[config.mk]
export PLATFORM = sky130hd
export DESIGN_NAME = cpu_memory
export DESIGN_NICKNAME = d
export VERILOG_FILES = /design/src/logic/isa_pkg.sv /design/src/logic/pipe_pkg.sv /design/src/logic/cpu_memory.sv
export SDC_FILE = /design/constraint.sdc
export NUM_CORES = 1
export LEC_CHECK = 0
export BUFFER_PORTS_ARGS = -buffer_cell sky130_fd_sc_hd__buf_4
export CAP_MARGIN = 20
export CORE_AREA = 2 2 82 84
export CTS_CLUSTER_SIZE = 25
export DETAILED_ROUTE_END_ITERATION = 10
export DIE_AREA = 0 0 84 86
export PLACE_DENSITY = 0.88
export SYNTH_ARGS = -nofsm -noshare
export SYNTH_HDL_FRONTEND = slang
export SYNTH_SLANG_ARGS = --single-unit
[constraint.sdc]
create_clock -name clock -period 1.4 [get_ports clock]
set_clock_uncertainty 0.2 [all_clocks]
set_input_delay 0.14 -clock clock [delete_from_list [all_inputs] [get_ports clock]]
set_output_delay 0.14 -clock clock [all_outputs]
set_load 0.05 [all_outputs]
[src/logic/isa_pkg.sv]
package isa_pkg;

    // RV32I major opcodes handled by this core
    typedef enum logic [6:0] {
        LOAD   = 7'b0000011,
        OP_IMM = 7'b0010011,
        STORE  = 7'b0100011,
        OP     = 7'b0110011,
        LUI    = 7'b0110111
    } opcode_e;

    typedef enum logic [2:0] {
        ADD,
        SUB,
        AND,
        OR,
        XOR,
        PASS_B  // Operand B straight through, used by LUI
    } alu_op_e;

    localparam logic [2:0] F3_ADD_SUB = 3'b000;
    localparam logic [2:0] F3_WORD    = 3'b010;  // LW and SW
    localparam logic [2:0] F3_XOR     = 3'b100;
    localparam logic [2:0] F3_OR      = 3'b110;
    localparam logic [2:0] F3_AND     = 3'b111;

    localparam logic [6:0] F7_BASE = 7'b0000000;
    localparam logic [6:0] F7_SUB  = 7'b0100000;

    typedef struct packed {
        logic [6:0] funct7;
        logic [4:0] rs2;
        logic [4:0] rs1;
        logic [2:0] funct3;
        logic [4:0] rd;
        logic [6:0] opcode;
    } instr_r_t;

    typedef struct packed {
        logic [11:0] imm;
        logic [4:0]  rs1;
        logic [2:0]  funct3;
        logic [4:0]  rd;
        logic [6:0]  opcode;
    } instr_i_t;

    typedef struct packed {
        logic [6:0] imm_hi;
        logic [4:0] rs2;
        logic [4:0] rs1;
        logic [2:0] funct3;
        logic [4:0] imm_lo;
        logic [6:0] opcode;
    } instr_s_t;

    typedef struct packed {
        logic [19:0] imm;
        logic [4:0]  rd;
        logic [6:0]  opcode;
    } instr_u_t;

    // Same fetched word, viewed per format
    typedef union packed {
        instr_r_t r;
        instr_i_t i;
        instr_s_t s;
        instr_u_t u;
    } instr_u;

    // ADDI x0, x0, 0
    localparam logic [31:0] nop_instr = {12'd0, 5'd0, F3_ADD_SUB, 5'd0, OP_IMM};

endpackage

[src/logic/pipe_pkg.sv]
package pipe_pkg;

    // Upper three address bits pick the target
    typedef enum logic [2:0] {
        RAM  = 3'b000,
        GPIO = 3'b001,
        PWM  = 3'b010
    } dest_e;

    function automatic dest_e addr_dest(logic [31:0] addr);
        return dest_e'(addr[31:29]);
    endfunction

    typedef struct packed {
        logic        valid;
        logic [31:0] pc;
        logic [31:0] instr;
    } if_id_t;

    typedef struct packed {
        logic                 valid;
        logic [31:0]          rs1_value;
        logic [31:0]          rs2_value;
        logic [31:0]          imm;
        isa_pkg::alu_op_e     alu_op;
        logic                 alu_src_imm;  // Operand B from immediate
        logic                 mem_read;
        logic                 mem_write;
        logic                 reg_write;
        logic [4:0]           rd;
    } id_ex_t;

    typedef struct packed {
        logic        valid;
        logic [31:0] result;
        logic [31:0] store_data;
        logic        mem_read;
        logic        mem_write;
        logic        reg_write;
        logic [4:0]  rd;
    } ex_mem_t;

    // Register bank write request
    typedef struct packed {
        logic        reg_write;
        logic [4:0]  rd;
        logic [31:0] data;
    } wb_t;

    typedef struct packed {
        logic [31:0] addr;
        logic [31:0] wdata;
        logic        we;
    } bus_t;

endpackage

[src/logic/cpu_memory.sv]
`timescale 1ns/10ps

module cpu_memory (
    input  logic              clock,
    input  logic              rst_n,
    input  logic              enable,
    input  pipe_pkg::ex_mem_t ex_mem,
    output pipe_pkg::bus_t    bus,
    input  logic [31:0]       ram_rdata,
    output pipe_pkg::wb_t     wb
);

    logic [31:0] load_data;
    logic [31:0] wb_data;

    assign bus.addr  = ex_mem.result;
    assign bus.wdata = ex_mem.store_data;
    assign bus.we    = ex_mem.valid && ex_mem.mem_write;  // One cycle per store

    // Only RAM is readable, peripherals read back as zero
    assign load_data = (pipe_pkg::addr_dest(ex_mem.result) == pipe_pkg::RAM) ? ram_rdata : '0;

    assign wb_data = ex_mem.mem_read ? load_data : ex_mem.result;

    // Writeback stage folded in here
    always_ff @(posedge clock or negedge rst_n) begin
        if (!rst_n) begin
            wb <= '0;
        end else if (enable) begin
            wb.reg_write <= ex_mem.valid && ex_mem.reg_write;
            wb.rd        <= ex_mem.rd;
            wb.data      <= wb_data;
        end
    end

endmodule

## Word-level counts from Yosys, hierarchy flattened

Index checks and enable logic that the tools add are counted.

- Muxes and demuxes: 2
- Reductions and logical operators: 3

Operators with widths:

| cell | count |
|---|---|
| 2-to-1 mux 32 bit | 2 |
| logical NOT 3 bit | 1 |
| logical AND 1 bit | 2 |

- Register bits: 38
- Bits of input ports: 108
- Logic and storage cells: 8

## Depth between registers and ports, before layout

- Word-level depth: 3
- Gate-level depth with buffers: 5
- Gate-level depth less buffers: 3

## Least setup slack after synthesis

Ideal clock, no wire load.

- Path kind: reg2reg
- Start point: register, netlist name wb[32]
- End point: register wb[32] (netlist bit)
- Setup time: 0.128 ns
- Arrival time: 0.882 ns
- Required time: 1.072 ns
- Slack: 0.191 ns
- Stages on the path, launching flop included: 2
- Path buffers: 0
- Clock period less this slack: 1.209 ns
- Cells stage by stage: dfrtp_1 -> mux2_1

RTL lines:

| item | line | RTL |
|---|---|---|
| end: declaration | cpu_memory.sv:10 | `output pipe_pkg::wb_t wb` |

## Final worst setup path

- Start point: register wb[5] (netlist bit)
- End point: output wb[5] (netlist bit)

No word-level cell between the ends.

==> run summary <==
starting density of the core: 37.31%
post-route cell area: 3547 um2
LEAKAGE: 1.880 nW
Levels on crit path: 1
root buf cell: clkbuf_8
CP max stage delay: 0.40 ns
Bufs and invs on worst path: 1
Setup crit end: wb[5]
syn avg cell area: 9.149 um2
Post-Syn Nets: 364
registers with the most flip-flops: wb x38
post-synthesis sequential area ratio: 40.60%
CP Launch Point: wb[5]$_DFFE_PN0P_
Tmin final: 1.227 ns
Post-DP Area: 3037 um2
Net Sw Frac: 36.81%
Setup crit end kind: output pin
max reg flops: 38
Final period util: 87.61%
Slew Limit Fails: 0
gr ovfl total: 0
Vias/cell: 4.656
crit path DAT: 0.89 ns
TritonCTS clock tree: built
Setup Viol. Count Final: 0
final core occ: 56.51%
area leader, netlist: dfrtp_1
post-synthesis mux area share: 2.404%
worst min path class: input port to register
Gate power share: 39.4%
XOR/XNOR share of the synthesized area: 0%
r2r endpoint: wb[27]$_DFFE_PN0P_
unrepaired setup endpoints after global routing: no
DP HPWL: 4554 um
pwr/cell area: 1002 nW/um2
die width: 84 um
Mapped Area: 2342 um2
setup TNS: 0 ns
nets: 484
Inst Count DP: 406
Placer Congestion: 0.7415
Worst Tran Pin Value: 0.5107 ns
fmax: 815.3 MHz
DRT Pass-1 Iters: 4
gr usage total: 18.56%
final hold vios: 0
Crit-path slowest cell: dfrtp_1
worst IR drop on VDD: 591.7 uV
Rel. slew slack: 65.95%
# H-tree levels: 2
Psw: 1.308 mW
vias in the first global route: 2,210
DIE AREA: 7224 um2
initial antenna violation count: 0
simple-gate portion of the synthesized area: 14.74%
IO Pins: 211
clk sink count: 38
antenna-violating nets left: 0
Clock transition at path regs: 0.08 ns
DR WL/cell: 14.82 um
area share of the largest cell type after synthesis: 40.60%
R2R depth: 3
cell family contributing the most delay on the critical path: flip-flops
largest net degree at the start of global routing: 39
Reg with most FFs: wb
reg-to-reg slack, setup: 0.38 ns
P_int: 2.245 mW
#FFs+latches synth: 38
Synth Area in Adders: 0%
Reg power frac: 35.6%
global-route wire length before repair: 10,640 um
Die Y: 86 um
crit path cell chain: buf_4
largest cells by area after synthesis: dfrtp_1 (41%), buf_4 (21%), a21o_1 (10%)
Worst Path Required: 1.06 ns
Worst Setup Path Type: register to output pin
setup repair bufs after CTS: 0
clock power share: 25.0%
R2R Path Start: wb[27]$_DFFE_PN0P_
Synth Area in Compound Gates: 17.31%
status: completed
cell count after synthesis: 256
main combinational cell family by area after synthesis: buffers and inverters
share of layout cells above drive strength 1: 42.44%
TritonCTS buffer count: 5
Netlist cell types: 15
Area growth, synth to finish: 51.44%
Placement Rows: 29
fin cells: 454
clk buf depth: 2
Worst setup SP type: register
Iter 0 DRT Violations: 69
Skew-Pair Late Insertion Delay: 0.28 ns
Post-route DRC: 0
core footprint: 6277 um2
max_cap viols: 0
CTS resizes: 0
WL final: 6729 um
via count: 2,114
diodes inserted: 0
count of input and output buffers: 146
Crit Path Max Fanout: 2
Yosys warnings: 0
power by group through the flow:
stage / Sequential (mW) / Combinational, mW / Clock, mW
6_report: 1.26 / 1.40 / 0.889
5_1_grt: 1.28 / 1.47 / 0.958
4_1_cts: 1.26 / 1.40 / 0.909
3_5_place_dp: 1.28 / 1.31 / 0
3_3_place_gp: 1.28 / 1.29 / 0
2_1_floorplan: 1.66 / 0.724 / 0
layer usage:
layer	part of all wire (%)	global-route usage, %
met5	0	0
met3	8.4	5.871
met1	35	19.72
met4	2.6	7.771
met2	54	34.04
layout by cell type, fill, tap and decap left out:
cell type	Yosys	routed
buf_4	64	149
dlygate4sd3_1	0	40
dfrtp_1	38	38
nor2_1	33	33
nand2b_1	32	32
a21oi_1	32	32
a21o_1	32	32
clkbuf_8	0	8
mux2_1	5	5
buf_12	0	3
and2_1	1	1
and4b_1	1	1
inv_1	1	1
nand3_1	1	1
o21ai_1	1	1
how the worst min path moves through the flow:
stage | cells after the start | endpoint | from | slack (ns)
after floorplan | 0 | wb[0]$_DFFE_PN0P_ | rst_n | -0.36
after global placement | 1 | wb[3]$_DFFE_PN0P_ | rst_n | -0.06
after detailed placement | 1 | wb[4]$_DFFE_PN0P_ | rst_n | -0.05
after CTS | 4 | wb[0]$_DFFE_PN0P_ | ex_mem[40] | 0.03
after global routing | 4 | wb[22]$_DFFE_PN0P_ | ex_mem[62] | 0.05
final | 4 | wb[26]$_DFFE_PN0P_ | ex_mem[66] | 0.04
synth_stat cells:
cell type / count
buf_4: 64
dfrtp_1: 38
nor2_1: 33
a21o_1: 32
a21oi_1: 32
nand2b_1: 32
buf_2: 5
buf_6: 5
clkbuf_1: 5
mux2_1: 5
and2_1: 1
and4b_1: 1
inv_1: 1
nand3_1: 1
o21ai_1: 1
timing repair:
| item | CTS | global route |
|---|---|---|
| endpoints found under the setup margin | 0 | 0 |
| hold buffers | 40 | 0 |
| hold endpoints to repair | 76 | 0 |
metrics by stage:
step	hold slack, ns	setup slack (ns)	power, mW
2_1_floorplan	-0.3556	0.1908	2.385
3_3_place_gp	-0.06278	0.2198	2.569
3_5_place_dp	-0.05235	0.1982	2.590
4_1_cts	0.02653	0.1691	3.569
5_1_grt	0.05304	0.1420	3.709
6_report	0.03983	0.1734	3.553
logic make-up after synthesis:
kind of cell	after synthesis
flops	38
simple gates	68
buf+inv	80
mux	5
compound gates	65
final cells by class:
class	instances	area [um2]
clock buffer	8	110.1
fill	525	2730
inverter	1	3.754
multi-input combinational	138	807.0
sequential	38	950.9
tap	77	96.34
timing repair buffer	192	1579
Note: power is estimated with default switching activity, not from simulation.
