--- config.mk ---
export PLATFORM = sky130hd
export DESIGN_NAME = cpu_fetch
export DESIGN_NICKNAME = d
export VERILOG_FILES = /design/src/logic/isa_pkg.sv /design/src/logic/pipe_pkg.sv /design/src/logic/cpu_fetch.sv
export SDC_FILE = /design/constraint.sdc
export NUM_CORES = 1
export LEC_CHECK = 0
export ABC_AREA = 1
export BUFFER_PORTS_ARGS = -buffer_cell sky130_fd_sc_hd__buf_4
export CAP_MARGIN = 0
export CELL_PAD_IN_SITES_DETAIL_PLACEMENT = 2
export CELL_PAD_IN_SITES_GLOBAL_PLACEMENT = 2
export CORE_ASPECT_RATIO = 0.9
export CORE_MARGIN = 3
export CORE_UTILIZATION = 31
export DETAILED_ROUTE_END_ITERATION = 10
export HOLD_SLACK_MARGIN = 0.05
export PLACE_DENSITY = 0.9
export SYNTH_ARGS = -nofsm -noshare
export SYNTH_HDL_FRONTEND = slang
export SYNTH_SLANG_ARGS = --single-unit
--- constraint.sdc ---
create_clock -name clock -period 2.4 [get_ports clock]
set_input_delay 0.36 -clock clock [delete_from_list [all_inputs] [get_ports clock]]
set_output_delay 0.36 -clock clock [all_outputs]
set_load 0.05 [all_outputs]
--- src/logic/isa_pkg.sv ---
package isa_pkg;

    // RV32I major opcodes handled by this core
    typedef enum logic [6:0] {
        LOAD   = 7'b0000011,
        OP_IMM = 7'b0010011,
        STORE  = 7'b0100011,
        OP     = 7'b0110011,
        LUI    = 7'b0110111
    } opcode_e;

    typedef enum logic [2:0] {
        ADD,
        SUB,
        AND,
        OR,
        XOR,
        PASS_B  // Operand B straight through, used by LUI
    } alu_op_e;

    localparam logic [2:0] F3_ADD_SUB = 3'b000;
    localparam logic [2:0] F3_WORD    = 3'b010;  // LW and SW
    localparam logic [2:0] F3_XOR     = 3'b100;
    localparam logic [2:0] F3_OR      = 3'b110;
    localparam logic [2:0] F3_AND     = 3'b111;

    localparam logic [6:0] F7_BASE = 7'b0000000;
    localparam logic [6:0] F7_SUB  = 7'b0100000;

    typedef struct packed {
        logic [6:0] funct7;
        logic [4:0] rs2;
        logic [4:0] rs1;
        logic [2:0] funct3;
        logic [4:0] rd;
        logic [6:0] opcode;
    } instr_r_t;

    typedef struct packed {
        logic [11:0] imm;
        logic [4:0]  rs1;
        logic [2:0]  funct3;
        logic [4:0]  rd;
        logic [6:0]  opcode;
    } instr_i_t;

    typedef struct packed {
        logic [6:0] imm_hi;
        logic [4:0] rs2;
        logic [4:0] rs1;
        logic [2:0] funct3;
        logic [4:0] imm_lo;
        logic [6:0] opcode;
    } instr_s_t;

    typedef struct packed {
        logic [19:0] imm;
        logic [4:0]  rd;
        logic [6:0]  opcode;
    } instr_u_t;

    // Same fetched word, viewed per format
    typedef union packed {
        instr_r_t r;
        instr_i_t i;
        instr_s_t s;
        instr_u_t u;
    } instr_u;

    // ADDI x0, x0, 0
    localparam logic [31:0] nop_instr = {12'd0, 5'd0, F3_ADD_SUB, 5'd0, OP_IMM};

endpackage

--- src/logic/pipe_pkg.sv ---
package pipe_pkg;

    // Upper three address bits pick the target
    typedef enum logic [2:0] {
        RAM  = 3'b000,
        GPIO = 3'b001,
        PWM  = 3'b010
    } dest_e;

    function automatic dest_e addr_dest(logic [31:0] addr);
        return dest_e'(addr[31:29]);
    endfunction

    typedef struct packed {
        logic        valid;
        logic [31:0] pc;
        logic [31:0] instr;
    } if_id_t;

    typedef struct packed {
        logic                 valid;
        logic [31:0]          rs1_value;
        logic [31:0]          rs2_value;
        logic [31:0]          imm;
        isa_pkg::alu_op_e     alu_op;
        logic                 alu_src_imm;  // Operand B from immediate
        logic                 mem_read;
        logic                 mem_write;
        logic                 reg_write;
        logic [4:0]           rd;
    } id_ex_t;

    typedef struct packed {
        logic        valid;
        logic [31:0] result;
        logic [31:0] store_data;
        logic        mem_read;
        logic        mem_write;
        logic        reg_write;
        logic [4:0]  rd;
    } ex_mem_t;

    // Register bank write request
    typedef struct packed {
        logic        reg_write;
        logic [4:0]  rd;
        logic [31:0] data;
    } wb_t;

    typedef struct packed {
        logic [31:0] addr;
        logic [31:0] wdata;
        logic        we;
    } bus_t;

endpackage

--- src/logic/cpu_fetch.sv ---
`timescale 1ns/10ps

module cpu_fetch (
    input  logic             clock,
    input  logic             rst_n,
    input  logic             enable,
    input  logic [31:0]      rom_data,
    output logic [31:0]      rom_address,
    output pipe_pkg::if_id_t if_id
);

    logic [31:0] pc;

    assign rom_address = pc;  // ROM answers in the same cycle

    always_ff @(posedge clock or negedge rst_n) begin
        if (!rst_n) begin
            pc <= '0;
        end else if (enable) begin
            pc <= pc + 32'd4;  // No branches, straight-line only
        end
    end

    always_ff @(posedge clock or negedge rst_n) begin
        if (!rst_n) begin
            if_id <= '{valid: 1'b0, pc: '0, instr: isa_pkg::nop_instr};
        end else if (enable) begin
            if_id.valid <= 1'b1;
            if_id.pc    <= pc;
            if_id.instr <= rom_data;
        end
    end

endmodule

Word-level counts from Yosys, hierarchy flattened. Cells that the tools add are included.

$add $sub $neg: 1.

Operator list (number): 32-bit by 3-bit adder with 32-bit output, second input constant (1).

Logic and storage cells: 5. Output and inout port bits: 97. Bits in registers: 97. Bits of input ports: 35.

Logic depth before layout (Yosys ltp).
Depth after elaboration: 1. Gate-level depth with buffers: 9. Depth with buffers taken out: 9.

Worst setup path after synthesis. Ideal clock, no wire load.

Path kind: register to register. Start: reg pc[2], in the netlist rom_address[2]. End: reg pc[18], in the netlist rom_address[18]. Path buffers: 0. Cell stages (with the launch flop): 8. Period minus slack after synthesis: 1.756 ns. Data required time: 2.257 ns. Setup slack: 0.644 ns. Library setup time: 0.143 ns. Arrival time: 1.613 ns. Cells stage by stage: dfrtp_1 > ha_1 > nand2_1 > nor2_2 > nand2_2 > nor2_4 > nand2_1 > xnor2_1.

Word-level cells in the longest chain between the ends: 1.

RTL lines: start: declaration (line cpu_fetch.sv:12) `logic [31:0] pc;`; start signal: assignment (line cpu_fetch.sv:20) `pc <= pc + 32'd4;`; 32-bit by 3-bit adder with 32-bit output (line cpu_fetch.sv:20).

Every way passes these cells. A chain may end at the register's enable or synchronous reset.

Worst setup path in the final report.
Start: reg pc[2], in the netlist rom_address[2]. End: reg pc[24], in the netlist rom_address[24].

Same word-level chain as after synthesis.

==> flow_metrics.tcl <==
set metrics [dict create \
    status "finished, final reports clean" \
    period_share 0.6698 \
    grt_max_degree 37 \
    reg2reg_slack_ns 0.79 \
    post-route-drc-count 0 \
    via_per_inst 4.734 \
    ir_drop_uv 721.7 \
    cts_repair_resize_count 0 \
    fp.dieH_um 115.0 \
    cp.required_ns 2.65 \
    start_util 0.3198 \
    drive_gt1_frac 0.2916 \
    holdWs_ns 0.2136 \
    avgSynthCellArea_um2 8.645 \
    cts_post_setup_buffers_inserted 0 \
    grt_first_pass_wirelength_mm 21.90 \
    grt_pass1_vias 4122 \
    die_w_um 127.1 \
    cts_tree "yes" \
    crit_slowest_cell "dfrtp_1" \
    critPathLaunchType "register" \
    layout_commonest_cell "nand2_1" \
    post-route-util 0.4323 \
    async_flop_share 1.000 \
    vias 3650 \
    clk_latency_ns 0.35 \
    ctsRootBufferMaster "clkbuf_16" \
    end_kind "register" \
    hold_viol 0 \
    io_buffers 127 \
    synthCells 473 \
    diodes 0 \
    p_sw_frac 0.3597 \
    crit_type "reg2reg" \
    r2r_start "rom_address[2]" \
    setup_tns_ns 0 \
    ant_nets 0 \
    cts.sinks 93 \
    worst_slack_ns 0.7924 \
    finalCriticalPeriod_ns 1.608 \
    hold_buffers 1 \
    reg2reg_depth 8 \
    clkPwrFrac 0.332 \
    multi_input_area_um2 1544 \
    fillCellCount 1426 \
    post-place-ws_ns 0.6952 \
    ios 132 \
    min_path_cells 3 \
    synthDistinctLibCells 28 \
    syn-cell-area_um2 4089 \
    synth-warning-count 0 \
    cp.arrival_ns 1.85 \
    ys_seq_area_frac 0.5701 \
    clock_path_buffers 2 \
    path_buf_inv 0 \
    routabilityCongestion 0.8268 \
    seqCellArea_um2 2331 \
    fmax_ghz 0.6221 \
    core_um2 12780 \
    drtIter0Drc 123 \
    cellLeakagePower_nw 2.879 \
    fin_cells 771 \
    p_seq_frac 0.413 \
    finalClockSkew_ns 0.003286 \
    synth_edf_count 0 \
    clkTransAtPathRegs_ns 0.07 \
    r2r_end "rom_address[24]" \
    hpwl_mm 9.968 \
    path_max_fanout 5 \
    max_stage_delay_ns 0.45 \
    synth_ff_type "dfrtp_1" \
    p_comb_frac 0.255 \
    path_cells "ha_1 -> nand2_1 -> nor2_2 -> nand3_1 -> nor2_2 -> nand3_1 -> nand2_1 -> nand2_1" \
    p_per_area_nw_per_um2 812.5 \
    syn_to_final_growth_pct 35.16 \
    dieArea_um2 14610 \
    std_cell_rows 39 \
    drv_cap 0 \
    rsz0062_at_grt "false" \
    antenna_found_initial 0 \
    slew_violations 0 \
    numCtsBuffers 9 \
    min_from "rom_data[29]" \
    first_pass_iters 4 \
    final_cell_mix "222 x nand2_1, 133 x buf_4, 90 x dfrtp_1" \
    wl_per_cell_um 17.17 \
    htreeDepth 3 \
    p_int_mw 2.875 \
    hold_path_class "in2reg" \
    gr-total-overflow 0 \
    setup_viol 0 \
    min_to "if_id[29]" \
    cp_common_cell "nand2_1" \
    totalWireLength_mm 13.24 \
    dp_cells 754 \
    path_delay_family "simple AND/OR/NAND/NOR gates" \
    p_sw_mw 1.615 \
    ys_ff_latch 93 \
    grtUsageTotal 0.1907 \
    fin_nets 638 \
]
==> state kept, by name (all words and copies together) (netlist names) <==
| signal | count |
|---|---|
| rom_address | 30 |
| if_id | 63 |
==> per-layer routing <==
metal,vias to the layer above,global-route usage,routed length [um]
li1,1716,-,-
met1,1817,0.2327,5682
met2,105,0.3332,6665
met3,12,0.05434,717
met4,0,0.05147,176
met5,-,0,0
==> Yosys cell counts, types with 3 or more instances <==
master	n	area share
nand2_2	6	0.0092
nor3_1	3	0.0037
nor2_4	8	0.022
buf_2	9	0.011
nor2_1	18	0.017
o21ai_0	13	0.016
inv_1	29	0.027
nand3b_1	3	0.0055
nand3_1	22	0.027
dfrtp_1	90	0.55
dfstp_2	3	0.019
clkbuf_1	5	0.0046
xnor2_1	4	0.0086
buf_4	5	0.0092
xor2_1	9	0.019
nand2_1	222	0.20
nor2_2	4	0.0061
nand4_1	10	0.015
==> how the worst max path moves through the flow <==
stage	start	end	slack, ns	cells after the start
final	rom_address[2]	rom_address[24]	0.79	8
after global routing	rom_address[10]	rom_address[23]	0.63	7
after CTS	rom_address[5]	rom_address[23]	0.78	7
after detailed placement	enable	if_id[12]	0.70	5
after global placement	enable	if_id[48]	0.76	4
after floorplan	rom_address[2]	rom_address[18]	0.64	7
==> tightest hold or removal path: cells and delay by family <==
kind / cells / cell delay (ns)
and+or+nand+nor: 2 / 0.09
buffers and inverters: 1 / 0.08
==> final cells by class <==
cell class / count / area share
repair buffers: 135 / 0.1861
multi-input cells: 334 / 0.2794
clock inverters: 6 / 0.01268
flip-flops and latches: 93 / 0.4218
clock buffers: 10 / 0.04324
well taps: 164 / 0.03713
inverters: 29 / 0.01970
==> logic make-up (layout without fill, tap and decap cells) <==
group | after synthesis | after routing | share of synthesized area
fa+ha+maj | 1 | 1 | 0.003059
xor+xnor | 14 | 14 | 0.03183
buf+inv | 49 | 180 | 0.05508
flops | 93 | 93 | 0.5701
compound gates | 14 | 14 | 0.01775
other cells | 1 | 4 | 0.0009171
simple gates | 301 | 301 | 0.3213
==> power groups by stage <==
stage	Combinational (mW)	Clock (mW)	Sequential, mW
2_1_floorplan	0.247	0	2.36
3_3_place_gp	1.12	0	1.88
3_5_place_dp	1.15	0	1.89
4_1_cts	1.16	1.54	1.86
5_1_grt	1.22	1.62	1.88
6_report	1.14	1.49	1.86
==> per-stage QoR <==
step / power (mW) / instance area, um2
floorplan: 2.612 / 4100
finish: 4.490 / 5527
global route: 4.712 / 5527
global placement: 2.999 / 5207
detailed placement: 3.042 / 5207
CTS: 4.560 / 5527
No activity file was read; power rests on OpenSTA's default activity.
