$ cat src/logic/isa_pkg.sv
package isa_pkg;

    // RV32I major opcodes handled by this core
    typedef enum logic [6:0] {
        LOAD   = 7'b0000011,
        OP_IMM = 7'b0010011,
        STORE  = 7'b0100011,
        OP     = 7'b0110011,
        LUI    = 7'b0110111
    } opcode_e;

    typedef enum logic [2:0] {
        ADD,
        SUB,
        AND,
        OR,
        XOR,
        PASS_B  // Operand B straight through, used by LUI
    } alu_op_e;

    localparam logic [2:0] F3_ADD_SUB = 3'b000;
    localparam logic [2:0] F3_WORD    = 3'b010;  // LW and SW
    localparam logic [2:0] F3_XOR     = 3'b100;
    localparam logic [2:0] F3_OR      = 3'b110;
    localparam logic [2:0] F3_AND     = 3'b111;

    localparam logic [6:0] F7_BASE = 7'b0000000;
    localparam logic [6:0] F7_SUB  = 7'b0100000;

    typedef struct packed {
        logic [6:0] funct7;
        logic [4:0] rs2;
        logic [4:0] rs1;
        logic [2:0] funct3;
        logic [4:0] rd;
        logic [6:0] opcode;
    } instr_r_t;

    typedef struct packed {
        logic [11:0] imm;
        logic [4:0]  rs1;
        logic [2:0]  funct3;
        logic [4:0]  rd;
        logic [6:0]  opcode;
    } instr_i_t;

    typedef struct packed {
        logic [6:0] imm_hi;
        logic [4:0] rs2;
        logic [4:0] rs1;
        logic [2:0] funct3;
        logic [4:0] imm_lo;
        logic [6:0] opcode;
    } instr_s_t;

    typedef struct packed {
        logic [19:0] imm;
        logic [4:0]  rd;
        logic [6:0]  opcode;
    } instr_u_t;

    // Same fetched word, viewed per format
    typedef union packed {
        instr_r_t r;
        instr_i_t i;
        instr_s_t s;
        instr_u_t u;
    } instr_u;

    // ADDI x0, x0, 0
    localparam logic [31:0] nop_instr = {12'd0, 5'd0, F3_ADD_SUB, 5'd0, OP_IMM};

endpackage

$ cat src/logic/pipe_pkg.sv
package pipe_pkg;

    // Upper three address bits pick the target
    typedef enum logic [2:0] {
        RAM  = 3'b000,
        GPIO = 3'b001,
        PWM  = 3'b010
    } dest_e;

    function automatic dest_e addr_dest(logic [31:0] addr);
        return dest_e'(addr[31:29]);
    endfunction

    typedef struct packed {
        logic        valid;
        logic [31:0] pc;
        logic [31:0] instr;
    } if_id_t;

    typedef struct packed {
        logic                 valid;
        logic [31:0]          rs1_value;
        logic [31:0]          rs2_value;
        logic [31:0]          imm;
        isa_pkg::alu_op_e     alu_op;
        logic                 alu_src_imm;  // Operand B from immediate
        logic                 mem_read;
        logic                 mem_write;
        logic                 reg_write;
        logic [4:0]           rd;
    } id_ex_t;

    typedef struct packed {
        logic        valid;
        logic [31:0] result;
        logic [31:0] store_data;
        logic        mem_read;
        logic        mem_write;
        logic        reg_write;
        logic [4:0]  rd;
    } ex_mem_t;

    // Register bank write request
    typedef struct packed {
        logic        reg_write;
        logic [4:0]  rd;
        logic [31:0] data;
    } wb_t;

    typedef struct packed {
        logic [31:0] addr;
        logic [31:0] wdata;
        logic        we;
    } bus_t;

endpackage

$ cat src/logic/register_bank.sv
`timescale 1ns/10ps

module register_bank (
    input  logic          clock,
    input  logic          rst_n,
    input  logic          enable,
    input  logic [4:0]    rs1_addr,
    input  logic [4:0]    rs2_addr,
    output logic [31:0]   rs1_value,
    output logic [31:0]   rs2_value,
    input  pipe_pkg::wb_t wb
);

    logic [31:0] regs [32];
    logic        wr_hit;

    assign wr_hit = enable && wb.reg_write && (wb.rd != 5'd0);

    always_ff @(posedge clock or negedge rst_n) begin
        if (!rst_n) begin
            for (int i = 0; i < 32; i++) begin
                regs[i] <= '0;
            end
        end else if (wr_hit) begin
            regs[wb.rd] <= wb.data;
        end
    end

    // Write-through so decode sees a value written this cycle
    always_comb begin
        rs1_value = (wr_hit && rs1_addr == wb.rd) ? wb.data : regs[rs1_addr];
        rs2_value = (wr_hit && rs2_addr == wb.rd) ? wb.data : regs[rs2_addr];
        if (rs1_addr == 5'd0) rs1_value = '0;
        if (rs2_addr == 5'd0) rs2_value = '0;
    end

endmodule

$ cat config.mk
export PLATFORM = sky130hd
export DESIGN_NAME = register_bank
export DESIGN_NICKNAME = d
export VERILOG_FILES = /design/src/logic/isa_pkg.sv /design/src/logic/pipe_pkg.sv /design/src/logic/register_bank.sv
export SDC_FILE = /design/constraint.sdc
export NUM_CORES = 2
export LEC_CHECK = 0
export ABC_AREA = 0
export BUFFER_PORTS_ARGS = -buffer_cell sky130_fd_sc_hd__buf_2
export CORE_ASPECT_RATIO = 1.75
export CORE_UTILIZATION = 23
export DETAILED_ROUTE_END_ITERATION = 7
export PLACE_DENSITY = 0.42
export SLEW_MARGIN = 20
export SYNTH_ARGS = -nofsm -noshare
export SYNTH_HDL_FRONTEND = slang
export SYNTH_SLANG_ARGS = --single-unit
$ cat constraint.sdc
create_clock -name clock -period 2.24 [get_ports clock]
set_clock_uncertainty 0.05 [all_clocks]
set_input_delay 0.112 -clock clock [delete_from_list [all_inputs] [get_ports clock]]
set_output_delay 0.112 -clock clock [all_outputs]
set_load 0.02 [all_outputs]
== Yosys cells after proc, flatten, opt, wreduce, memory -nomap -nowiden ==
Cells that the tools add are included.

* Flip-flop bits (word level): 1024
* Input port bits: 51
* Logic and storage cells: 62

* Mux-type cells: 13
* Reductions and logical operators: 8
* Order comparisons: 4
* Eq/ne operators: 2
* Bitwise operators: 3

{| class="wikitable"
|+ Operator list
! operator !! number
|-
| $bwmux W1024 || 1
|-
| $bmux W32 S5 || 2
|-
| $mux W32 || 9
|-
| $demux W32 S5 || 1
|-
| $ge A6 B6 Y1 const B || 3
|-
| $not A5 Y6 || 3
|-
| $eq A5 B5 Y1 || 2
|-
| $logic_not A5 Y1 || 2
|-
| $lt A6 B1 Y1 const B || 1
|-
| $logic_and A1 B1 Y1 || 5
|-
| $reduce_bool A5 Y1 || 1
|}

== Logic depth before layout (Yosys ltp) ==
* Depth in word-level cells: 6
* Mapped depth: 10
* Gate-level depth less buffers: 5

== Worst setup path after synthesis ==
No wires, ideal clock.

* Kind: input to output
* Start point: input wb[32] (netlist name)
* End point: output rs1_value[4]
* Data required time: 2.078 ns
* Setup slack: -0.001 ns
* Data arrival time: 2.079 ns
* Stages: 7
* Buffers on the path: 3
* Cells stage by stage: buf_2 > xor2_1 > or4_4 > or2_2 > clkbuf_1 > buf_2 > a211oi_1

* Cells in the longest elaborated chain, start to end: 5

{| class="wikitable"
|+ Ends and longest elaborated chain
! item !! RTL line !! text
|-
| start: declaration || register_bank.sv:11 || <nowiki>input pipe_pkg::wb_t wb</nowiki>
|-
| $reduce_bool A5 Y1 || register_bank.sv:17 || <nowiki>assign wr_hit = enable && wb.reg_write && (wb.rd != 5'd0);</nowiki>
|-
| $logic_and A1 B1 Y1 || register_bank.sv:17 ||
|-
| $logic_and A1 B1 Y1 (*) || register_bank.sv:31 || <nowiki>rs1_value = (wr_hit && rs1_addr == wb.rd) ? wb.data : regs[rs1_addr];</nowiki>
|-
| $mux W32 (*) || register_bank.sv:31 ||
|-
| $mux W32 (*) || register_bank.sv:33 || <nowiki>if (rs1_addr == 5'd0) rs1_value = '0;</nowiki>
|-
| end: declaration || register_bank.sv:9 || <nowiki>output logic [31:0] rs1_value,</nowiki>
|}

Mark *: on every way between the ends. The rest lies on a longest branch, timed or not.

== Final worst setup path ==
* Start point: register regs[392] (netlist name)
* End point: output rs1_value[8]

* Cells in the longest elaborated chain, start to end: 5

{| class="wikitable"
|+ Ends and longest elaborated chain
! item !! RTL line !! text
|-
| start: declaration || register_bank.sv:14 || <nowiki>logic [31:0] regs [32];</nowiki>
|-
| start signal: indexed assignment || register_bank.sv:25 || <nowiki>regs[wb.rd] <= wb.data;</nowiki>
|-
| $bmux W32 S5 || register_bank.sv:31 ||
|-
| $mux W32 (not written as such) (2 in series) || register_bank.sv:31 ||
|-
| $mux W32 || register_bank.sv:31 ||
|-
| $mux W32 || register_bank.sv:33 ||
|}

No other way between the ends. The select of a mux whose other input is x is not followed.

==> metrics.txt <==
outcome=finished, violations left; failing checks=setup timing; Syn Inst Count=4002; top cells by area, synth=dfrtp_1 (46%), mux2_2 (22%), mux4_2 (14%); vias in the first global route=43.4k; Max FO, Critical Path=3; length in cells of the worst reg-to-reg path=3; Worst-Skew Late Latency=0.76 ns; RSZ-0062 raised after global routing=true; port bufs=114; Rel. slew slack=0.438; gp weighted congestion=roughly 0.85; Max Cap Viol=0; multiplexer area fraction after synthesis=0.414; clock share of power=0.351; Antenna Nets Post-Route=0; register area share after synthesis=0.459; largest net degree at the start of global routing=100; Setup crit start kind=flop; Power Density=727 nW/um2; FF-to-FF Start=regs[668]$_DFFE_PN0P_; Hold Violations, Final=0; share of the synthesized area in the top cell type=0.459; worst reg2reg setup slack=1.19 ns; Pleak=32.4 nW; Peak Freq=321 MHz; DP Wirelength=191000 um; Synth-to-Final Area Change=32.6%; IO Count=115; clock-pin slew on the worst setup and hold paths=0.07 ns; minimum clock period=3.11 ns; Sequential Power Share=0.420; Synth async-reset ratio=1.00; CTS sink cnt=1024; Total Routed Length=267000 um; EDFF count, synth=0; Largest register FFs=1024; Die W=374 um; Post-Synth Adder-Cell Area=0; most frequent cell after synthesis=mux2_2; Tcrit/Tclk final=1.39; iteration-0 DRC count of the detailed router=2560; logic gate share of total power=0.228; Post-Synth XOR/XNOR Area=0.00157; Switching Fraction=0.297; Final Max Tran Viols=0; Root Buffer=clkbuf_16; Main synth FF type=dfrtp_1; DRC violations left=0; Max clock buf depth=3; final setup margin=-0.872 ns; Unique masters post-synth=61; Syn Std Cell Area=between 50000 and 60000 um2; Vias=a little over 40k; first-pass GRT wire length=370000 um; cell internal pwr=37.8 mW; CP Class=flop to output port; Die Y=654 um; cts bufs inserted=103; layout cell share with drive strength beyond 1=0.613; GR Overflow Total=0; CP Capture Type=output port; PnR Total Power=53.8 mW; Yosys top cell by area=dfrtp_1; main combinational cell family by area after synthesis=multiplexers; most frequent cells after synthesis=mux2_2 (1078), dfrtp_1 (1024), mux4_2 (345); Core Rows=238; syn_nets=4053; CTS HTree Levels=3; average routed wire per standard cell=33.9 um; sw power=16.0 mW; core area=241000 um2; nets=4728; HP Class=input port to asynchronous set/reset pin; initial antenna violation count=14; vias per inst=between 5 and 6; fin area=74000 um2; WP data required=2.08 ns; synth warn=0; Final setup viols=64; Area after DPL=slightly below 70000 um2; Arr. time, crit path=~3.0 ns; drt first pass iters=5; area of the die=245000 um2; peak supply drop=0.643 mV; Avg Inst Size Synth=13.9 um2; Total GRT Usage=0.217; post-synthesis simple-gate area fraction=0.0278; largest reg by FF count=regs; R2R Path End=regs[668]$_DFFE_PN0P_; Synth Area in Compound Gates=0.0588; registers with the most flip-flops=regs x1024; WHS=~0.0042 ns; Worst Tran Pin Value=0.842 ns; Starting Density=0.232; Seq cells post-synth=1024; CTS tree=done
==> worst max-delay path, stage by stage, from the launching register on <==
cell	delay [ns]
dfrtp_1	0.40
mux4_2	0.48
mux4_2	0.58
a2111oi_4	0.35
buf_4	0.20
nor3_4	0.06
buf_6	0.14
==> what timing repair did <==
action / in CTS / in global routing
endpoints found under the setup margin: 64 / 64
gates resized for setup: 498 / 105
gates cloned: 1 / 0
hold endpoints to repair: 1223 / 0
hold buffers: 22 / 0
buffers inserted: 20 / 13
pin swaps: 134 / 70
==> power by group through the flow <==
stage	Sequential [mW]	Combinational (mW)	Clock, mW
detailed placement	22.9	11.2	0
global placement	22.8	11.1	0
finish	22.6	12.3	18.9
CTS	22.6	12.2	19.4
global route	22.9	13.0	19.9
floorplan	22.3	6.33	0
==> metal layers <==
layer,vias to the layer above,global-route usage,wire (um)
met1,22200,0.251,104000
met2,1115,0.391,138000
met5,-,0,44
met4,6,0.106,15200
met3,495,0.0260,9820
li1,16700,-,-
==> cell families (layout without fill, tap and decap cells) <==
logic type             Yosys count  in the layout
AO/OA/AOI/OAI                  445            445
buffers and inverters          458           1217
flip-flops                    1024           1024
XOR/XNOR                        10             10
multiplexers                  1743           1743
AND/OR/NAND/NOR                322            322
other                            0              2
==> worst max path at each step <==
stage | from | endpoint | slack, ns | cells after the start
3_5_place_dp | rs2_addr[4] | rs2_value[0] | -1.14 | 8
6_report | regs[392]$_DFFE_PN0P_ | rs1_value[8] | -0.87 | 6
3_3_place_gp | rs2_addr[4] | rs2_value[0] | -1.16 | 8
5_1_grt | regs[424]$_DFFE_PN0P_ | rs1_value[8] | -0.94 | 6
2_1_floorplan | rs2_addr[0] | rs2_value[0] | 0.04 | 8
4_1_cts | regs[392]$_DFFE_PN0P_ | rs1_value[8] | -0.91 | 6
==> per-stage QoR <==
step           setup slack (ns)   util  cells  TNS [ns]
6_report                 -0.872  0.308   7883    -32.68
5_1_grt                  -0.937  0.308   7882    -37.42
4_1_cts                  -0.913  0.305   7871    -37.67
3_5_place_dp              -1.14  0.280   7670    -40.20
3_3_place_gp              -1.16  0.280   7670    -40.35
2_1_floorplan            0.0379      -   4002         0
==> layout make-up <==
class                      count  area [um2]
antenna                        2        5.00
clock inverter                42         573
tap                         3120        3900
sequential                  1024       25600
multi-input combinational   2520       30600
clock buffer                 147        2960
inverter                       7        26.3
fill                       24100      167000
timing repair buffer        1021       10300
==> placed cells by master (no fill, tap or decap), drive strengths merged, types with 5 or more instances in the layout <==
| master | count |
|---|---|
| o22ai | 68 |
| mux2i | 319 |
| or3 | 5 |
| a221oi | 70 |
| mux4 | 345 |
| and3 | 7 |
| mux2 | 1079 |
| a211o | 7 |
| a211oi | 38 |
| a22oi | 25 |
| xnor2 | 5 |
| clkbuf | 149 |
| nand2b | 16 |
| xor2 | 5 |
| nor3 | 30 |
| or2 | 6 |
| clkinv | 24 |
| a31oi | 20 |
| nor2b | 36 |
| o211ai | 9 |
| a22o | 6 |
| nand3b | 8 |
| inv | 11 |
| nor4 | 9 |
| nand3 | 14 |
| a2111oi | 48 |
| nand2 | 56 |
| buf | 996 |
| o21ai | 51 |
| a21oi | 39 |
| bufinv | 10 |
| a221o | 32 |
| and2 | 5 |
| nor2 | 122 |
| dlygate4sd3 | 22 |
| dfrtp | 1024 |
| o21bai | 7 |
No activity file was read; power rests on OpenSTA's default activity.
