## config.mk

```make
export PLATFORM = sky130hd
export DESIGN_NAME = cpu_execute
export DESIGN_NICKNAME = d
export VERILOG_FILES = /design/src/logic/isa_pkg.sv /design/src/logic/pipe_pkg.sv /design/src/logic/cpu_execute.sv
export SDC_FILE = /design/constraint.sdc
export NUM_CORES = 1
export LEC_CHECK = 0
export ABC_AREA = 0
export BUFFER_PORTS_ARGS = -buffer_cell sky130_fd_sc_hd__buf_4
export CAP_MARGIN = 20
export CORE_MARGIN = 2
export CORE_UTILIZATION = 40
export CTS_CLUSTER_SIZE = 24
export DETAILED_ROUTE_END_ITERATION = 8
export PLACE_DENSITY = 0.73
export RECOVER_POWER = 100
export SLEW_MARGIN = 10
export SYNTH_ARGS = -nofsm -noshare
export SYNTH_HDL_FRONTEND = slang
export SYNTH_SLANG_ARGS = --single-unit
```

## constraint.sdc

```tcl
create_clock -name clock -period 1.72 [get_ports clock]
set_clock_uncertainty 0.2 [all_clocks]
set_input_delay 0.086 -clock clock [delete_from_list [all_inputs] [get_ports clock]]
set_output_delay 0.086 -clock clock [all_outputs]
set_load 0.005 [all_outputs]
```

## src/logic/isa_pkg.sv

```systemverilog
package isa_pkg;

    // RV32I major opcodes handled by this core
    typedef enum logic [6:0] {
        LOAD   = 7'b0000011,
        OP_IMM = 7'b0010011,
        STORE  = 7'b0100011,
        OP     = 7'b0110011,
        LUI    = 7'b0110111
    } opcode_e;

    typedef enum logic [2:0] {
        ADD,
        SUB,
        AND,
        OR,
        XOR,
        PASS_B  // Operand B straight through, used by LUI
    } alu_op_e;

    localparam logic [2:0] F3_ADD_SUB = 3'b000;
    localparam logic [2:0] F3_WORD    = 3'b010;  // LW and SW
    localparam logic [2:0] F3_XOR     = 3'b100;
    localparam logic [2:0] F3_OR      = 3'b110;
    localparam logic [2:0] F3_AND     = 3'b111;

    localparam logic [6:0] F7_BASE = 7'b0000000;
    localparam logic [6:0] F7_SUB  = 7'b0100000;

    typedef struct packed {
        logic [6:0] funct7;
        logic [4:0] rs2;
        logic [4:0] rs1;
        logic [2:0] funct3;
        logic [4:0] rd;
        logic [6:0] opcode;
    } instr_r_t;

    typedef struct packed {
        logic [11:0] imm;
        logic [4:0]  rs1;
        logic [2:0]  funct3;
        logic [4:0]  rd;
        logic [6:0]  opcode;
    } instr_i_t;

    typedef struct packed {
        logic [6:0] imm_hi;
        logic [4:0] rs2;
        logic [4:0] rs1;
        logic [2:0] funct3;
        logic [4:0] imm_lo;
        logic [6:0] opcode;
    } instr_s_t;

    typedef struct packed {
        logic [19:0] imm;
        logic [4:0]  rd;
        logic [6:0]  opcode;
    } instr_u_t;

    // Same fetched word, viewed per format
    typedef union packed {
        instr_r_t r;
        instr_i_t i;
        instr_s_t s;
        instr_u_t u;
    } instr_u;

    // ADDI x0, x0, 0
    localparam logic [31:0] nop_instr = {12'd0, 5'd0, F3_ADD_SUB, 5'd0, OP_IMM};

endpackage

```

## src/logic/pipe_pkg.sv

```systemverilog
package pipe_pkg;

    // Upper three address bits pick the target
    typedef enum logic [2:0] {
        RAM  = 3'b000,
        GPIO = 3'b001,
        PWM  = 3'b010
    } dest_e;

    function automatic dest_e addr_dest(logic [31:0] addr);
        return dest_e'(addr[31:29]);
    endfunction

    typedef struct packed {
        logic        valid;
        logic [31:0] pc;
        logic [31:0] instr;
    } if_id_t;

    typedef struct packed {
        logic                 valid;
        logic [31:0]          rs1_value;
        logic [31:0]          rs2_value;
        logic [31:0]          imm;
        isa_pkg::alu_op_e     alu_op;
        logic                 alu_src_imm;  // Operand B from immediate
        logic                 mem_read;
        logic                 mem_write;
        logic                 reg_write;
        logic [4:0]           rd;
    } id_ex_t;

    typedef struct packed {
        logic        valid;
        logic [31:0] result;
        logic [31:0] store_data;
        logic        mem_read;
        logic        mem_write;
        logic        reg_write;
        logic [4:0]  rd;
    } ex_mem_t;

    // Register bank write request
    typedef struct packed {
        logic        reg_write;
        logic [4:0]  rd;
        logic [31:0] data;
    } wb_t;

    typedef struct packed {
        logic [31:0] addr;
        logic [31:0] wdata;
        logic        we;
    } bus_t;

endpackage

```

## src/logic/cpu_execute.sv

```systemverilog
`timescale 1ns/10ps

module cpu_execute (
    input  logic              clock,
    input  logic              rst_n,
    input  logic              enable,
    input  pipe_pkg::id_ex_t  id_ex,
    output pipe_pkg::ex_mem_t ex_mem
);

    logic [31:0] op_a;
    logic [31:0] op_b;
    logic [31:0] result;

    assign op_a = id_ex.rs1_value;
    assign op_b = id_ex.alu_src_imm ? id_ex.imm : id_ex.rs2_value;

    // Also forms the address for LW and SW
    always_comb begin
        case (id_ex.alu_op)
            isa_pkg::ADD:    result = op_a + op_b;
            isa_pkg::SUB:    result = op_a - op_b;
            isa_pkg::AND:    result = op_a & op_b;
            isa_pkg::OR:     result = op_a | op_b;
            isa_pkg::XOR:    result = op_a ^ op_b;
            isa_pkg::PASS_B: result = op_b;
            default:         result = '0;
        endcase
    end

    always_ff @(posedge clock or negedge rst_n) begin
        if (!rst_n) begin
            ex_mem <= '0;
        end else if (enable) begin
            ex_mem.valid      <= id_ex.valid;
            ex_mem.result     <= result;
            ex_mem.store_data <= id_ex.rs2_value;  // SW data is always rs2
            ex_mem.mem_read   <= id_ex.mem_read;
            ex_mem.mem_write  <= id_ex.mem_write;
            ex_mem.reg_write  <= id_ex.reg_write;
            ex_mem.rd         <= id_ex.rd;
        end
    end

endmodule

```

======== Yosys cells after proc, flatten, opt, wreduce, memory -nomap -nowiden ========
Index checks and enable logic that the tools add are counted.
word-level totals
  bits in registers ....................... 73
  bits of input ports ..................... 112
  output and inout port bits .............. 73
  word-level logic and storage cells ...... 20
operators by class
  $add $sub $neg .......................... 2
  eq/ne operators ......................... 5
  multiplexer cells ....................... 2
  bitwise gates (word level) .............. 3
  reductions and logical operators ........ 1
operator list
  cell                                                              count
  32-bit one-hot mux with 6 select lines                            1
  32-bit adder                                                      1
  32-bit AND                                                        1
  32-bit 2-to-1 mux                                                 1
  32-bit bitwise OR                                                 1
  32-bit subtractor                                                 1
  32-bit bitwise XOR                                                1
  3-bit by 2-bit == test with 1-bit output (second input constant)  2
  3-bit == test (second input constant)                             2
  3-bit by 1-bit == test with 1-bit output (second input constant)  1
  3-bit zero test                                                   1

======== Depth between registers and ports, before layout ========
  word-level depth ........................ 3
  depth in mapped cells ................... 20

======== Worst setup path after synthesis ========
OpenSTA, ideal clock, no wires.
  path kind ............................... in2reg
  from .................................... input port id_ex[8] (netlist bit)
  to ...................................... register ex_mem[68] (netlist bit)
  setup time .............................. 0.087 ns
  data arrival time ....................... 3.726 ns
  setup slack ............................. -2.293 ns
  stages on the path ...................... 17
  path buffers ............................ 2
  cells stage by stage .................... buf_6 > mux2i_1 > ha_1 > o21ai_0 > nor4_2 > inv_2 > nor3_2 > a41oi_1 > xnor2_1 > ha_1 > clkbuf_1 > a21o_1 > a21oi_1 > nand2_1 > a21oi_1 > or4b_2 > o211ai_1
between the ends
  word-level cells in the longest chain between the ends .. 3
  elaborated cells on any way between the ends .. 7
ends and longest elaborated chain
  element                                          RTL line           RTL
  start, declared                                  cpu_execute.sv:7   input pipe_pkg::id_ex_t id_ex,
  32-bit 2-to-1 mux *                              cpu_execute.sv:16  assign op_b = id_ex.alu_src_imm ? id_ex.imm : id_ex.rs2_value;
  32-bit subtractor, or another cell as far along  cpu_execute.sv:22  isa_pkg::SUB: result = op_a - op_b;
  32-bit one-hot mux with 6 select lines *         cpu_execute.sv:20  case (id_ex.alu_op)
  end, declared                                    cpu_execute.sv:8   output pipe_pkg::ex_mem_t ex_mem
Every way passes the cells marked *; elsewhere a longest branch is shown, timed or not.
A chain may end at the register's enable or synchronous reset.

======== Worst setup path in the final report ========
  from .................................... input port id_ex[17] (netlist bit)
  to ...................................... register ex_mem[65] (netlist bit)
between the ends
  word-level cells in the longest chain between the ends .. 3
  elaborated cells on any way between the ends .. 4
ends and longest elaborated chain
  element                                                   RTL line
  32-bit 2-to-1 mux *                                       cpu_execute.sv:16
  32-bit subtractor / 32-bit adder (equally long branches)  cpu_execute.sv:22, cpu_execute.sv:21
  32-bit one-hot mux with 6 select lines *                  cpu_execute.sv:20
Marks and branches as above.

==> run summary <==
CP startpoint kind - input port
Cell variety after synth - 65
Worst-Margin Slew - 1060 ps
Hold Startpoint - id_ex[84]
Wirelength per Cell - 18.9 um
r2r startpoint - ex_mem[64]
XOR/XNOR Fraction of Synth Area - 6.41%
WHS Path Cells - 4
worst hold slack - 49.2 ps
Crit. Startpoint - id_ex[17]
Residual DRC - 0
reg-to-reg endpoint - ex_mem[64]
CP Capture Type - flip-flop
post-synthesis sequential area ratio - 24.4%
overall routed net length - 30000 um
RSZ-0062 raised after global routing - true
met2 usage - 49.6%
dpl hpwl - 20500 um
Die H - 141 um
gpl congestion - 0.971
largest family of logic cells by synthesized area - compound AO/OA/AOI/OAI gates
DIE AREA - 19800 um2
Avg Vias per Cell - 5.54
worst skew pair latency - 350 ps
Worst Path Arrival - 3620 ps
antenna-violating nets left - 0
io pins - 185
Pint - 5.61 mW
Worst slew margin - 28.8%
Clock Tree Root - clkbuf_16
Worst R2R Setup Slack - 310 ps
Max H-tree Level - 3
initial antenna violation count - 1
Detailed Routing Iterations Pass 1 - 6
CTS Buf Count - 9
WS Path Type - input port to flip-flop
Max Freq - 278 MHz
Main synth FF type - dfrtp_1
Worst Hold End - ex_mem[48]
CTS tree - done
Port Buf Inserts - 184
met3 Use GR - 4.86%
Synth Area in Compound Gates - 21.8%
FFs w/ async S/R, synth - 100%
core footprint - 18500 um2
Max-Cap Viols - 0
biggest regs - ex_mem: 73 flops
GRT Total Usage - 28.7%
die width - 141 um
peak supply drop - 0.582 mV
Sink Count - 73
Reg power frac - 23.9%
Post-Syn Nets - 1076
Most flops, register - ex_mem
max reg flops - 73
grt ovf - 0
clock tree buffer depth - 2
vias in the first global route - 8946
Simple-Gate Fraction of Synth Area - 13.0%
final setup margin - -1870 ps
count leader, synth - ha_1
Vias - 8787
Overall Power - 8.69 mW
nets@finish - 1557
Fin. Hold Viols - 0
Tmin final - 3590 ps
Initial Utilization - 40.5%
initial DRC count - 585
synthesized instance count - 866
clock power share - 24.7%
# setup viols final - 31
flops & latches, synth - 73
first-pass GRT wire length - 45100 um
Worst Hold Class - input port to flip-flop
fin crit share - 209%
Req. time, crit path - 1740 ps
Post-synth top cells - 97 x ha_1, 73 x dfrtp_1, 71 x inv_1, 69 x a21oi_1, 64 x nor2_1
Synth top area share - 24.4%
post-synth top area cell - dfrtp_1
leading post-synthesis cells by cell area - dfrtp_1 24%, ha_1 16%, mux2_2 6.5%, xnor2_1 4.9%, mux2i_1 4.7%
sw frac - 35.4%
final slew viol count - 0
reg2reg path depth - 3
Synth Area in Adders - 16.5%
Sw Pwr - 3.08 mW
Mapped Area - 7490 um2
synth warn - 0
combinational group share of total power - 51.5%
multiplexer share of the synthesized area - 11.5%
Worst-path clk slew - 60 ps
number of synthesized flops with an enable pin - 0
global route hottest layer - met2
routing usage on met1 - 34.9%
Crit Path Max Fanout - 4
Rows - 50
failing checks - negative setup slack
P_leak - 6.16 nW
Layout area overhead - 71.8%
largest net degree at the start of global routing - 74
share of layout cells above drive strength 1 - 48.2%
Syn Area/Cell - 8.65 um2
outcome - finished with violations
pwr dens - 675 nW/um2
[layer usage]
| metal | vias up | wire (um) | share of wire [%] |
|---|---|---|---|
| li1 | 4105 | - | - |
| met1 | 4234 | 12200 | 41 |
| met2 | 346 | 14600 | 49 |
| met3 | 102 | 1650 | 5.5 |
| met4 | 0 | 1550 | 5.2 |
| met5 | - | 0 | 0 |
[worst max path at each step]
| stage | to | slack [ps] | depth (start not counted) |
|---|---|---|---|
| final | ex_mem[65] | -1870 | 20 |
| after global routing | ex_mem[66] | -1960 | 19 |
| after CTS | ex_mem[66] | -1780 | 18 |
| after detailed placement | ex_mem[65] | -2200 | 18 |
| after global placement | ex_mem[71] | -2140 | 18 |
| after floorplan | ex_mem[67] | -1830 | 18 |
[power by group through the flow]
stage | clock [mW] | combinational, mW | sequential (mW)
after detailed placement | 0 | 3.64 | 2.11
after global placement | 0 | 3.58 | 2.10
after CTS | 2.19 | 4.08 | 2.08
after floorplan | 0 | 1.84 | 2.10
after global routing | 2.24 | 4.80 | 2.10
final | 2.14 | 4.47 | 2.07
[cells in the final DEF (no fill, tap or decap), types with 7 or more instances in the layout]
| cell type | n |
|---|---|
| xnor2_1 | 33 |
| nor3_1 | 11 |
| mux2i_1 | 25 |
| a22oi_1 | 12 |
| dlygate4sd3_1 | 42 |
| mux2_2 | 42 |
| o22ai_1 | 8 |
| clkbuf_1 | 26 |
| a21oi_1 | 47 |
| a21oi_2 | 20 |
| o21ai_0 | 23 |
| o21ai_2 | 10 |
| o221ai_2 | 7 |
| dfrtp_1 | 73 |
| clkbuf_16 | 9 |
| mux2i_4 | 8 |
| buf_4 | 336 |
| o21a_1 | 13 |
| nand2b_1 | 7 |
| nor2_1 | 56 |
| nand2_1 | 42 |
| a221oi_1 | 20 |
| o21ai_1 | 16 |
| xnor2_2 | 8 |
| ha_1 | 89 |
| o211ai_1 | 8 |
| xor2_1 | 8 |
| a21o_1 | 14 |
| clkbuf_4 | 82 |
| nand3_1 | 8 |
| inv_1 | 67 |
| buf_6 | 22 |
| o2111ai_1 | 8 |
[timing repair]
item                       CTS  global route
setup endpoints to repair   31            31
cloned                       1             1
hold buffers                42             0
gates resized for setup    100            74
pin swaps                   65            78
hold endpoints to repair   114             0
setup buffers               17            25
[critical path, stage by stage]
cell and delay, ps:
buf_8 110, nor4b_4 380, buf_4 190, o211ai_1 160, buf_4 180, or2_4 250
buf_4 150, nand2_4 80, xnor2_4 130, ha_4 240, nand2_2 80, nor2_1 50
a211o_1 290, o211ai_1 220, buf_4 180, a31oi_4 120, a221oi_2 290, buf_4 160
mux2i_1 180, o21ai_1 80
[stage by stage]
stage / worst slack [ps] / std cells / instance area, um2 / utilization, % / TNS, ps
2_1_floorplan: -1830 / 866 / 7810 / - / -42090
6_report: -1870 / 1587 / 12900 / 69.5 / -43310
4_1_cts: -1780 / 1564 / 12400 / 67.2 / -39910
3_5_place_dp: -2200 / 1490 / 11100 / 60.1 / -53780
3_3_place_gp: -2140 / 1490 / 11100 / 60.1 / -51830
5_1_grt: -1960 / 1587 / 12900 / 69.5 / -46250
[cell type report]
| class | count | area (um2) |
|---|---|---|
| inverters | 72 | 278 |
| diodes | 1 | 2.50 |
| multi-input cells | 677 | 6090 |
| flip-flops and latches | 73 | 1830 |
| well taps | 234 | 293 |
| clock buffers | 11 | 243 |
| clock inverters | 5 | 78.8 |
| fillers | 1416 | 5650 |
| repair buffers | 514 | 4050 |
[cells by family (layout without fill, tap and decap cells)]
| family | after synthesis | in the layout |
|---|---|---|
| buf+inv | 117 | 602 |
| other cells | 0 | 1 |
| xor+xnor | 54 | 54 |
| fa+ha+maj | 98 | 98 |
| flops | 73 | 73 |
| mux | 80 | 80 |
| compound gates | 250 | 250 |
| simple gates | 194 | 195 |
Note: power is estimated with default switching activity, not from simulation.
